### config.mk
export PLATFORM = sky130hd
export DESIGN_NAME = pov_cmd_top
export DESIGN_NICKNAME = d
export VERILOG_FILES = /design/src/hw/pov_cmd_pkg.sv /design/src/hw/spi_edge_if.sv /design/src/hw/spi_frame_rx.sv /design/src/hw/cmd_decoder.sv /design/src/hw/cmd_executor.sv /design/src/hw/reply_shifter.sv /design/src/hw/pov_cmd_top.sv
export SDC_FILE = /design/constraint.sdc
export NUM_CORES = 1
export LEC_CHECK = 0
export ABC_CLOCK_PERIOD_IN_PS = 4900
export BUFFER_PORTS_ARGS = -buffer_cell sky130_fd_sc_hd__buf_2
export CAP_MARGIN = 20
export CORE_MARGIN = 10
export CORE_UTILIZATION = 50
export DETAILED_ROUTE_END_ITERATION = 6
export GPL_TIMING_DRIVEN = 0
export HOLD_SLACK_MARGIN = 0.03
export PLACE_DENSITY_LB_ADDON = 0.3
export SLEW_MARGIN = 20
export SYNTH_ARGS = -nofsm -noshare
export SYNTH_HDL_FRONTEND = slang
export SYNTH_SLANG_ARGS = --single-unit
### constraint.sdc
create_clock -name clk -period 4.9 [get_ports clk]
set_input_delay 0.98 -clock clk [delete_from_list [all_inputs] [get_ports clk]]
set_output_delay 0.98 -clock clk [all_outputs]
set_load 0.01 [all_outputs]
### src/hw/pov_cmd_pkg.sv
package pov_cmd_pkg;

    ////////////////////////////////////////////////////////////
    // widths
    localparam int BYTE_W      = 8;
    localparam int FRAME_BYTES = 7;
    localparam int FRAME_W     = BYTE_W * FRAME_BYTES;
    localparam int CONF_W      = 48;
    localparam int ROT_W       = 16;
    localparam int REPLY_W     = 48;
    localparam int REJ_W       = 8;

    typedef logic [BYTE_W-1:0]  byte_t;
    typedef logic [FRAME_W-1:0] frame_t;
    typedef logic [2:0]         len_t;
    typedef logic [CONF_W-1:0]  conf_t;
    typedef logic [ROT_W-1:0]   rot_t;
    typedef logic [REPLY_W-1:0] reply_t;
    typedef logic [REJ_W-1:0]   rej_cnt_t;

    ////////////////////////////////////////////////////////////
    // opcodes and their total frame length in bytes
    localparam byte_t OP_WR_CONF   = 8'h01;
    localparam byte_t OP_WR_ROT    = 8'h02;
    localparam byte_t OP_RGB_EN    = 8'h03;
    localparam byte_t OP_RD_STATUS = 8'h80;
    localparam byte_t OP_RD_CONF   = 8'h81;
    localparam byte_t OP_RD_ROT    = 8'h82;

    localparam len_t LEN_WR_CONF = 3'd7;
    localparam len_t LEN_WR_ROT  = 3'd3;
    localparam len_t LEN_RGB_EN  = 3'd2;
    localparam len_t LEN_RD      = 3'd1;

    // decoded operation, one cycle wide
    typedef enum logic [2:0] {
        NONE, SET_CONF, SET_ROT, SET_RGB, SEL_CONF, SEL_ROT, SEL_STATUS, REJECT
    } op_t;

    typedef enum logic {IDLE, SHIFT} rx_state_t;

endpackage

### src/hw/spi_edge_if.sv
// SPI events, already in the clk domain
interface spi_edge_if;

    // synchronized SS fell / rose
    logic frame_start;
    logic frame_end;

    // SPI clock edges, only while SS is low
    logic sclk_rise;
    logic sclk_fall;

    modport rx (
        output frame_start, frame_end, sclk_rise, sclk_fall
    );

    modport tx (
        input frame_start, frame_end, sclk_rise, sclk_fall
    );

endinterface

### src/hw/spi_frame_rx.sv
module spi_frame_rx #(
    parameter int SYNC_STAGES = 2
) (
    input  logic                 clk,
    input  logic                 nrst,
    input  logic                 spi_clk,
    input  logic                 spi_ss,
    input  logic                 spi_mosi,
    spi_edge_if.rx               edges,
    output logic                 frame_valid,
    output pov_cmd_pkg::frame_t  frame,
    output pov_cmd_pkg::len_t    frame_len
);
    import pov_cmd_pkg::*;

    logic [SYNC_STAGES-1:0] sclk_sync;
    logic [SYNC_STAGES-1:0] ss_sync;
    logic [SYNC_STAGES-1:0] mosi_sync;
    logic                   sclk_s, ss_s, mosi_s;
    logic                   sclk_q, ss_q;

    rx_state_t              state;
    logic [2:0]             bit_cnt;
    len_t                   byte_cnt;
    logic [BYTE_W-2:0]      byte_sr;
    byte_t                  next_byte;
    logic                   take_bit;
    logic                   byte_done;

    ////////////////////////////////////////////////////////////
    // pin synchronizers, SS idles high
    always_ff @(posedge clk or negedge nrst) begin
        if (!nrst) begin
            sclk_sync <= '0;
            ss_sync   <= '1;
            mosi_sync <= '0;
            sclk_q    <= 1'b0;
            ss_q      <= 1'b1;
        end else begin
            sclk_sync <= {sclk_sync[SYNC_STAGES-2:0], spi_clk};
            ss_sync   <= {ss_sync[SYNC_STAGES-2:0], spi_ss};
            mosi_sync <= {mosi_sync[SYNC_STAGES-2:0], spi_mosi};
            sclk_q    <= sclk_s;
            ss_q      <= ss_s;
        end
    end

    assign sclk_s = sclk_sync[SYNC_STAGES-1];
    assign ss_s   = ss_sync[SYNC_STAGES-1];
    assign mosi_s = mosi_sync[SYNC_STAGES-1];

    assign edges.frame_start = ss_q & ~ss_s;
    assign edges.frame_end   = ~ss_q & ss_s;
    assign edges.sclk_rise   = ~ss_s & sclk_s & ~sclk_q;
    assign edges.sclk_fall   = ~ss_s & ~sclk_s & sclk_q;

    ////////////////////////////////////////////////////////////
    // bit and byte assembly, data ignored once the frame is full
    assign take_bit  = (state == SHIFT) && edges.sclk_rise && (byte_cnt != len_t'(FRAME_BYTES));
    assign byte_done = take_bit && (bit_cnt == 3'd7);
    assign next_byte = {byte_sr, mosi_s};

    always_ff @(posedge clk or negedge nrst) begin
        if (!nrst) begin
            state       <= IDLE;
            bit_cnt     <= '0;
            byte_cnt    <= '0;
            frame_valid <= 1'b0;
            frame_len   <= '0;
        end else begin
            frame_valid <= 1'b0;
            case (state)
                IDLE: begin
                    if (edges.frame_start) begin
                        state    <= SHIFT;
                        bit_cnt  <= '0;
                        byte_cnt <= '0;
                    end
                end
                SHIFT: begin
                    if (edges.frame_end) begin
                        // trailing partial byte is simply not counted
                        state       <= IDLE;
                        frame_valid <= 1'b1;
                        frame_len   <= byte_cnt;
                    end else if (take_bit) begin
                        bit_cnt <= bit_cnt + 3'd1;
                        if (byte_done) begin
                            byte_cnt <= byte_cnt + 3'd1;
                        end
                    end
                end
                default: state <= IDLE;
            endcase
        end
    end

    // first byte lands in the top bits
    always_ff @(posedge clk) begin
        if (state == IDLE && edges.frame_start) begin
            frame <= '0;
        end else if (take_bit) begin
            byte_sr <= next_byte[BYTE_W-2:0];
            if (byte_done) begin
                frame[(FRAME_BYTES-1-byte_cnt)*BYTE_W +: BYTE_W] <= next_byte;
            end
        end
    end

    a_valid_single : assert property (
        @(posedge clk) disable iff (!nrst) frame_valid |=> !frame_valid
    );

endmodule

### src/hw/cmd_decoder.sv
module cmd_decoder (
    input  logic                 clk,
    input  logic                 nrst,
    input  logic                 frame_valid,
    input  pov_cmd_pkg::frame_t  frame,
    input  pov_cmd_pkg::len_t    frame_len,
    output pov_cmd_pkg::op_t     op,
    output pov_cmd_pkg::frame_t  op_data
);
    import pov_cmd_pkg::*;

    byte_t opcode;
    op_t   next_op;

    assign opcode = frame[FRAME_W-1 -: BYTE_W];

    ////////////////////////////////////////////////////////////
    // opcode table, length must match exactly
    always_comb begin
        next_op = REJECT;
        case (opcode)
            OP_WR_CONF: begin
                if (frame_len == LEN_WR_CONF) next_op = SET_CONF;
            end
            OP_WR_ROT: begin
                if (frame_len == LEN_WR_ROT) next_op = SET_ROT;
            end
            OP_RGB_EN: begin
                if (frame_len == LEN_RGB_EN) next_op = SET_RGB;
            end
            OP_RD_CONF: begin
                if (frame_len == LEN_RD) next_op = SEL_CONF;
            end
            OP_RD_ROT: begin
                if (frame_len == LEN_RD) next_op = SEL_ROT;
            end
            OP_RD_STATUS: begin
                if (frame_len == LEN_RD) next_op = SEL_STATUS;
            end
            default: next_op = REJECT;
        endcase
        // SS toggled without a whole byte
        if (frame_len == '0) begin
            next_op = NONE;
        end
    end

    always_ff @(posedge clk or negedge nrst) begin
        if (!nrst) begin
            op <= NONE;
        end else begin
            op <= frame_valid ? next_op : NONE;
        end
    end

    // drop the opcode byte, first operand moves to the top
    always_ff @(posedge clk) begin
        if (frame_valid) begin
            op_data <= frame << BYTE_W;
        end
    end

endmodule

### src/hw/cmd_executor.sv
module cmd_executor (
    input  logic                 clk,
    input  logic                 nrst,
    input  pov_cmd_pkg::op_t     op,
    input  pov_cmd_pkg::frame_t  op_data,
    output pov_cmd_pkg::conf_t   configuration,
    output pov_cmd_pkg::rot_t    rotation,
    output logic                 rgb_enable,
    output logic                 new_config,
    output pov_cmd_pkg::reply_t  reply
);
    import pov_cmd_pkg::*;

    rej_cnt_t reject_count;
    op_t      reply_sel;

    ////////////////////////////////////////////////////////////
    // display registers
    always_ff @(posedge clk or negedge nrst) begin
        if (!nrst) begin
            configuration <= '0;
            rotation      <= '0;
            rgb_enable    <= 1'b0;
            new_config    <= 1'b0;
            reject_count  <= '0;
            reply_sel     <= SEL_STATUS;
        end else begin
            new_config <= 1'b0;
            case (op)
                SET_CONF: begin
                    configuration <= op_data[FRAME_W-1 -: CONF_W];
                    new_config    <= 1'b1;
                end
                SET_ROT: rotation <= op_data[FRAME_W-1 -: ROT_W];
                // only bit 0 of the data byte counts
                SET_RGB: rgb_enable <= op_data[FRAME_W-BYTE_W];
                SEL_CONF, SEL_ROT, SEL_STATUS: reply_sel <= op;
                REJECT: begin
                    if (reject_count != '1) begin
                        reject_count <= reject_count + 1'b1;
                    end
                end
                default: ;
            endcase
        end
    end

    // reply source, held until the next read command
    always_comb begin
        case (reply_sel)
            SEL_CONF: reply = configuration;
            SEL_ROT:  reply = {rotation, {(REPLY_W-ROT_W){1'b0}}};
            default:  reply = {reject_count, rgb_enable, {(REPLY_W-REJ_W-1){1'b0}}};
        endcase
    end

    a_new_config_src : assert property (
        @(posedge clk) disable iff (!nrst) new_config |-> $past(op == SET_CONF)
    );

endmodule

### src/hw/reply_shifter.sv
module reply_shifter (
    input  logic                 clk,
    input  logic                 nrst,
    input  pov_cmd_pkg::reply_t  reply,
    spi_edge_if.tx               edges,
    output logic                 spi_miso
);
    import pov_cmd_pkg::*;

    reply_t shift_reg;
    logic   active;

    ////////////////////////////////////////////////////////////
    // frame window as seen through the synchronizers
    always_ff @(posedge clk or negedge nrst) begin
        if (!nrst) begin
            active <= 1'b0;
        end else if (edges.frame_start) begin
            active <= 1'b1;
        end else if (edges.frame_end) begin
            active <= 1'b0;
        end
    end

    // msb first, host samples on the next rising edge
    always_ff @(posedge clk) begin
        if (edges.frame_start) begin
            shift_reg <= reply;
        end else if (active && edges.sclk_fall) begin
            shift_reg <= {shift_reg[REPLY_W-2:0], 1'b0};
        end
    end

    assign spi_miso = active & shift_reg[REPLY_W-1];

    a_shift_in_frame : assert property (
        @(posedge clk) disable iff (!nrst) edges.sclk_fall |-> active
    );

endmodule

### src/hw/pov_cmd_top.sv
module pov_cmd_top #(
    parameter int SYNC_STAGES = 2
) (
    input  logic                 clk,
    input  logic                 nrst,
    input  logic                 spi_clk,
    input  logic                 spi_ss,
    input  logic                 spi_mosi,
    output logic                 spi_miso,
    output pov_cmd_pkg::conf_t   configuration,
    output pov_cmd_pkg::rot_t    rotation,
    output logic                 rgb_enable,
    output logic                 new_config
);
    import pov_cmd_pkg::*;

    logic   frame_valid;
    frame_t frame;
    len_t   frame_len;
    op_t    op;
    frame_t op_data;
    reply_t reply;

    spi_edge_if edges ();

    ////////////////////////////////////////////////////////////
    // receive, decode, execute, reply
    spi_frame_rx #(
        .SYNC_STAGES (SYNC_STAGES)
    ) u_rx (
        .clk         (clk),
        .nrst        (nrst),
        .spi_clk     (spi_clk),
        .spi_ss      (spi_ss),
        .spi_mosi    (spi_mosi),
        .edges       (edges.rx),
        .frame_valid (frame_valid),
        .frame       (frame),
        .frame_len   (frame_len)
    );

    cmd_decoder u_dec (
        .clk         (clk),
        .nrst        (nrst),
        .frame_valid (frame_valid),
        .frame       (frame),
        .frame_len   (frame_len),
        .op          (op),
        .op_data     (op_data)
    );

    cmd_executor u_exec (
        .clk           (clk),
        .nrst          (nrst),
        .op            (op),
        .op_data       (op_data),
        .configuration (configuration),
        .rotation      (rotation),
        .rgb_enable    (rgb_enable),
        .new_config    (new_config),
        .reply         (reply)
    );

    reply_shifter u_reply (
        .clk      (clk),
        .nrst     (nrst),
        .reply    (reply),
        .edges    (edges.tx),
        .spi_miso (spi_miso)
    );

endmodule

== Word level (Yosys, flattened, before mapping) ==
Cells that the tools add are included.
Widths: inputs -> output; s select.

* Latch bits: 0
* Flip-flop bits (word level): 259
* Memories kept: 0
* Word-level logic and storage cells: 112
* Output and inout port bits: 67
* Bits in read-only memories: 0
* Bits in writable memories: 0
* Input port bits: 5

* Add/sub/neg operators: 5
* Multiply operators: 0
* Bitwise logic cells: 13
* Mux-type cells: 29
* Div/mod/pow operators: 0
* Shifts and indexed selects: 2
* Equality and inequality tests: 26
* Order comparisons: 0
* Reductions and logical operators: 15

{| class="wikitable"
|+ Operators with widths
! operator !! count
|-
| $mux 48 || 2
|-
| $pmux 48 s2 || 1
|-
| $bwmux 56 || 1
|-
| $shift 8x34->56 const A || 1
|-
| $shiftx 8x34->56 || 1
|-
| $neg 32->34 || 1
|-
| $mux 3 || 11
|-
| $eq 3x3->1 const B || 8
|-
| $eq 8x8->1 const B || 3
|-
| $pmux 3 s6 || 1
|-
| $eq 8x2->1 const B || 2
|-
| $eq 3x2->1 const B || 4
|-
| $pmux 3 s2 || 2
|-
| $add 8x1->8 const B || 1
|-
| $eq 8x1->1 const B || 1
|-
| $mux 1 || 8
|-
| $ne 8x8->1 const B || 1
|-
| $reduce_and 2->1 || 4
|-
| $and 1x1->1 || 7
|-
| $add 3x1->3 const B || 2
|-
| $eq 3x1->1 const B || 2
|-
| $ne 2x2->1 const B || 3
|-
| $not 1->1 || 6
|-
| $logic_and 1x1->1 || 5
|-
| 10 further kinds || 12
|}

== Depth between registers and ports, before layout ==
* Word-level depth: 10
* Mapped depth: 11
* Gate-level depth less buffers: 10

== Hierarchy ==
From an unflattened synthesis, not the netlist that was laid out.

* Cell total of the unflattened synthesis: 788
* Area, all modules: 10951.8 um^2

{| class="wikitable"
|+ Modules (own cells, without submodules)
! module !! times used !! area each (um^2) !! seq. area each (um^2) !! cells an instance
|-
| cmd_executor || 1 || 3477.1 || 1929.4 || 272
|-
| spi_frame_rx || 1 || 3447.1 || 1810.5 || 323
|-
| reply_shifter || 1 || 2306.0 || 1466.4 || 107
|-
| cmd_decoder || 1 || 1721.7 || 1516.5 || 86
|}

== Worst setup path before layout ==
No wires, ideal clock.

* Path type: register -> register
* Start: register u_rx.byte_cnt[0]
* End: register u_rx.frame[0]
* Setup slack: 1.797 ns
* Period minus slack after synthesis: 3.103 ns
* Path buffers: 1
* Required time: 4.776 ns
* Arrival: 2.980 ns
* Library setup time: 0.124 ns
* Cell stages (with the launch flop): 11
* Path through: dfrtp_1 > ha_1 > ha_1 > and3_1 > inv_1 > ha_1 > nand4b_1 > or4b_1 > a2111o_1 > buf_2 > mux2i_1

* Longest elaborated chain between the ends: 4
* Elaborated cells between the ends (all ways): 9
* Those cells by class: add/sub (2); eq/ne (1); shift (2); mux (1); reduce/logical (3)

{| class="wikitable"
|+ RTL lines
! element !! RTL line !! text
|-
| start: declaration || spi_frame_rx.sv:24 || <nowiki>len_t byte_cnt;</nowiki>
|-
| start signal: assignment || spi_frame_rx.sv:89 || <nowiki>byte_cnt <= byte_cnt + 3'd1;</nowiki>
|-
| $sub 3x3->4 or $ne 3x3->1 (tied branches) || spi_frame_rx.sv:105, spi_frame_rx.sv:59 ||
|-
| $neg 32->34 or $logic_and 1x1->1 (tied branches) || spi_frame_rx.sv:105, spi_frame_rx.sv:59 ||
|-
| $shiftx 8x34->56 (tied with other cells) || spi_frame_rx.sv:105 || <nowiki>frame[(FRAME_BYTES-1-byte_cnt)*BYTE_W +: BYTE_W] <= next_byte;</nowiki>
|-
| $bwmux 56 or $reduce_and 2->1 (tied branches) || n/a ||
|-
| end signal: indexed assignment || spi_frame_rx.sv:105 ||
|-
| end: declaration || spi_frame_rx.sv:11 || <nowiki>output pov_cmd_pkg::frame_t frame,</nowiki>
|}

Several ways; a longest one is shown, not always the timed one.
A chain may end at the register's enable or synchronous reset.

== Worst setup path after layout ==
* Start: register u_rx.byte_cnt[0]
* End: register u_rx.frame[22]

Same word-level chain as after synthesis.

==> run_results.csv <==
group,metric,value,unit
logic_synthesis,syn_inst,839,
timing,finalCritPeriodShare,72.10,%
finish,drive_gt1_share,21.83,%
floorplanning,start_util,51.12,%
clocking,cts_resized,0,
floorplanning,fp.dieArea,26990,µm²
logic_synthesis,synth_area,10410,µm²
clocking,clock_path_buffers,3,
finish,layoutNonFillerInstCount,1232,
finish,largest_reg_flops,56,
clocking,clk_pin_slew,0.06,ns
worst_setup_path,cp_data_required_time,5.34,ns
global_route,antenna_found_initial,0,
detailed_routing,drt-vias-per-instance,5.313,
finish,fillers,1651,
clocking,post_cts_buffers,0,
worst_setup_path,worst_path_dominant_cell_family,"simple AND/OR/NAND/NOR gates",
timing,maxSlewHeadroom,40.52,%
timing,hold_ws,0.3477,ns
logic_synthesis,ys_seq_area_share,64.57,%
run,cap_violations,0,
logic_synthesis,ys_seq_elements,259,
min_path,min_path_type,"flop to flop",
timing,fin_crit,3.533,ns
logic_synthesis,syn_area_per_cell,12.41,µm²
worst_setup_path,crit_type,"flop to flop",
detailed_routing,wire_per_inst,17.00,µm
timing,fmax,0.2830,GHz
worst_setup_path,path_cells,"ha_1, ha_1, and3_1, ha_1, buf_2, nor3_1, and2_0, clkbuf_1, nand3_1, a21oi_1",
pwr,power.density,488.2,nW/µm²
timing,skew,0.009539,ns
timing,setup_viol,0,
detailed_routing,vias,6545,
min_path,whs_path_depth,0,
floorplanning,ios,72,
worst_setup_path,rr_startpoint,"u_rx.byte_cnt[0]$_DFFE_PN0P_",
clocking,cts_hold_buffers,0,
finish,top_register,"u_rx.frame",
worst_setup_path,critPathLaunchType,"flop",
clocking,cts_root_buf,"clkbuf_16",
status,status,"completed",
placed_design,dp.cells,1183,
clocking,cts_tree,"built",
detailed_routing,wl,20940,µm
finish,final_util,59.12,%
placed_design,gp_congestion,0.8959,
timing,hold_violations,0,
timing,drv_slew,0,
global_route,grt_use_total,15.48,%
worst_setup_path,slowest_stage,"nor3_1",
logic_synthesis,synth_edf_count,103,
logic_synthesis,yosys.area.top_type_share,29.71,%
timing,setup_tns,0,ns
placed_design,dpl_cell_area,11190,µm²
global_route,grt_pass1_wl,34090,µm
clocking,cts_made_buffers,27,
worst_setup_path,crit_path_end_kind,"flop",
worst_setup_path,r2r_cells,10,
clocking,insertion_delay,0.52,ns
worst_setup_path,crit_arrival,3.98,ns
placed_design,portBuffers,71,
min_path,min_to,"u_rx.sclk_sync[1]$_DFF_PN0_",
detailed_routing,postRouteAntennaNets,0,
worst_setup_path,worst-path-buf-inv,2,
logic_synthesis,synth_warnings,0,
floorplanning,die_w,164.3,µm
timing,rsz0062_at_grt,"false",
logic_synthesis,synth_flop_cell,"edfxtp_1",
logic_synthesis,synthArstFlopShare,38.61,%
timing,max_slew.worst_pin.slew,0.8854,ns
clocking,cts.sinks,259,
logic_synthesis,synth.largest_area_cell,"edfxtp_1",
logic_synthesis,synth_area_leaders,"edfxtp_1 30%, dfrtp_1 23%, dfxtp_1 11%",
global_route,first_global_vias,6413,
pwr,p_leak,4.872,nW
floorplanning,core,20360,µm²
pwr,finalPower,5.877,mW
min_path,min-delay-start,"u_rx.sclk_sync[0]$_DFF_PN0_",
finish,antennaDiodeCount,0,
finish,fin_nets,962,
logic_synthesis,synth_nets,859,
worst_setup_path,critPathMaxFanout,10,
detailed_routing,drtIter0Drc,476,
detailed_routing,firstDrtPassIters,6,
floorplanning,rows,52,
global_route,grt_overflow_total,0,
pwr,irDropWorstVdd,0.2078,mV
logic_synthesis,synth_cell_types,48,
worst_setup_path,critPathMaxStageDelay,0.74,ns
timing,worst_slack,1.367,ns
clocking,htree_levels,1,
finish,stdcell_area,12040,µm²
finish,syn2layout_area_growth,15.63,%
global_route,grt_start_max_net_pins,58,
detailed_routing,drc,0,
worst_setup_path,reg2reg_slack,1.37,ns
worst_setup_path,r2r-end,"u_rx.frame[22]$_SDFFE_PP0P_",
floorplanning,chipHeight,164.3,µm
worst_setup_path,cp_common_cell,"ha_1",
placed_design,dp_hpwl,14410,µm
placed_design,pre_cts_slack,1.452,ns
==> metal layers <==
layer	global-route usage, %	wire length, µm
met1	21.12	9571
met2	25.30	10070
met3	2.653	969
met4	3.615	322
met5	0	0
==> how the worst max path moves through the flow <==
stage / from / end / slack (ns) / cells past startpoint
after global placement: u_rx.ss_q$_DFF_PN1_ / u_reply.shift_reg[25]$_DFFE_PP_ / 1.19 / 4
final: u_rx.byte_cnt[0]$_DFFE_PN0P_ / u_rx.frame[22]$_SDFFE_PP0P_ / 1.37 / 10
after floorplan: u_rx.byte_cnt[0]$_DFFE_PN0P_ / u_rx.frame[0]$_SDFFE_PP0P_ / 1.80 / 10
after global routing: u_rx.byte_cnt[0]$_DFFE_PN0P_ / u_rx.frame[22]$_SDFFE_PP0P_ / 1.00 / 10
after detailed placement: u_rx.byte_cnt[0]$_DFFE_PN0P_ / u_rx.frame[19]$_SDFFE_PP0P_ / 1.45 / 10
after CTS: u_rx.byte_cnt[0]$_DFFE_PN0P_ / u_rx.frame[22]$_SDFFE_PP0P_ / 1.39 / 10
==> kinds of logic (layout without fill, tap and decap cells) <==
group | Yosys count | after routing | synth area share, %
compound gates | 120 | 120 | 6.357
xor+xnor | 10 | 10 | 1.094
fa+ha+maj | 15 | 15 | 1.803
buf+inv | 87 | 210 | 3.185
flops | 259 | 259 | 64.57
mux | 110 | 110 | 11.49
simple gates | 238 | 238 | 11.50
==> power by group <==
group	internal [mW]	total, mW	switching, mW
Sequential	2.60	2.85	0.247
Clock	1.14	1.92	0.779
Combinational	0.513	1.11	0.597
==> cell usage in the layout (no fill, tap or decap), types with 34 or more instances in the layout <==
| cell | synthesis | routed |
|---|---|---|
| clkbuf_1 | 28 | 39 |
| edfxtp_1 | 103 | 103 |
| o21ai_0 | 56 | 56 |
| nand2_1 | 116 | 116 |
| nand3_1 | 45 | 45 |
| dfxtp_1 | 56 | 56 |
| buf_2 | 4 | 74 |
| dfrtp_1 | 95 | 94 |
| mux2_2 | 76 | 76 |
| mux2i_1 | 34 | 34 |
| a21oi_1 | 43 | 43 |
| inv_1 | 52 | 52 |
==> Yosys cell counts, types with 4 or more instances <==
cell type / count
a21oi_1: 43
nand4_1: 19
dfstp_2: 5
nand3_1: 45
xnor2_1: 6
o22ai_1: 9
and2_1: 4
dfrtp_1: 95
nand2b_1: 8
nor2_1: 8
buf_2: 4
nor2b_1: 7
o21ai_0: 56
nor3_1: 5
clkbuf_1: 28
nand2_1: 116
nor4_2: 5
edfxtp_1: 103
mux2_2: 76
inv_1: 52
ha_1: 15
mux2i_1: 34
dfxtp_1: 56
==> layout make-up <==
type | instances | area, µm² | share of cell area, %
sequential | 259 | 6724 | 55.85
multi-input combinational | 493 | 3363 | 27.94
clock buffer | 45 | 824.5 | 6.849
timing repair buffer | 74 | 429.2 | 3.565
tap | 270 | 337.8 | 2.806
inverter | 52 | 195.2 | 1.621
buffer | 35 | 136.4 | 1.133
clock inverter | 4 | 28.78 | 0.2390
Power figures use the tool's default switching activity.
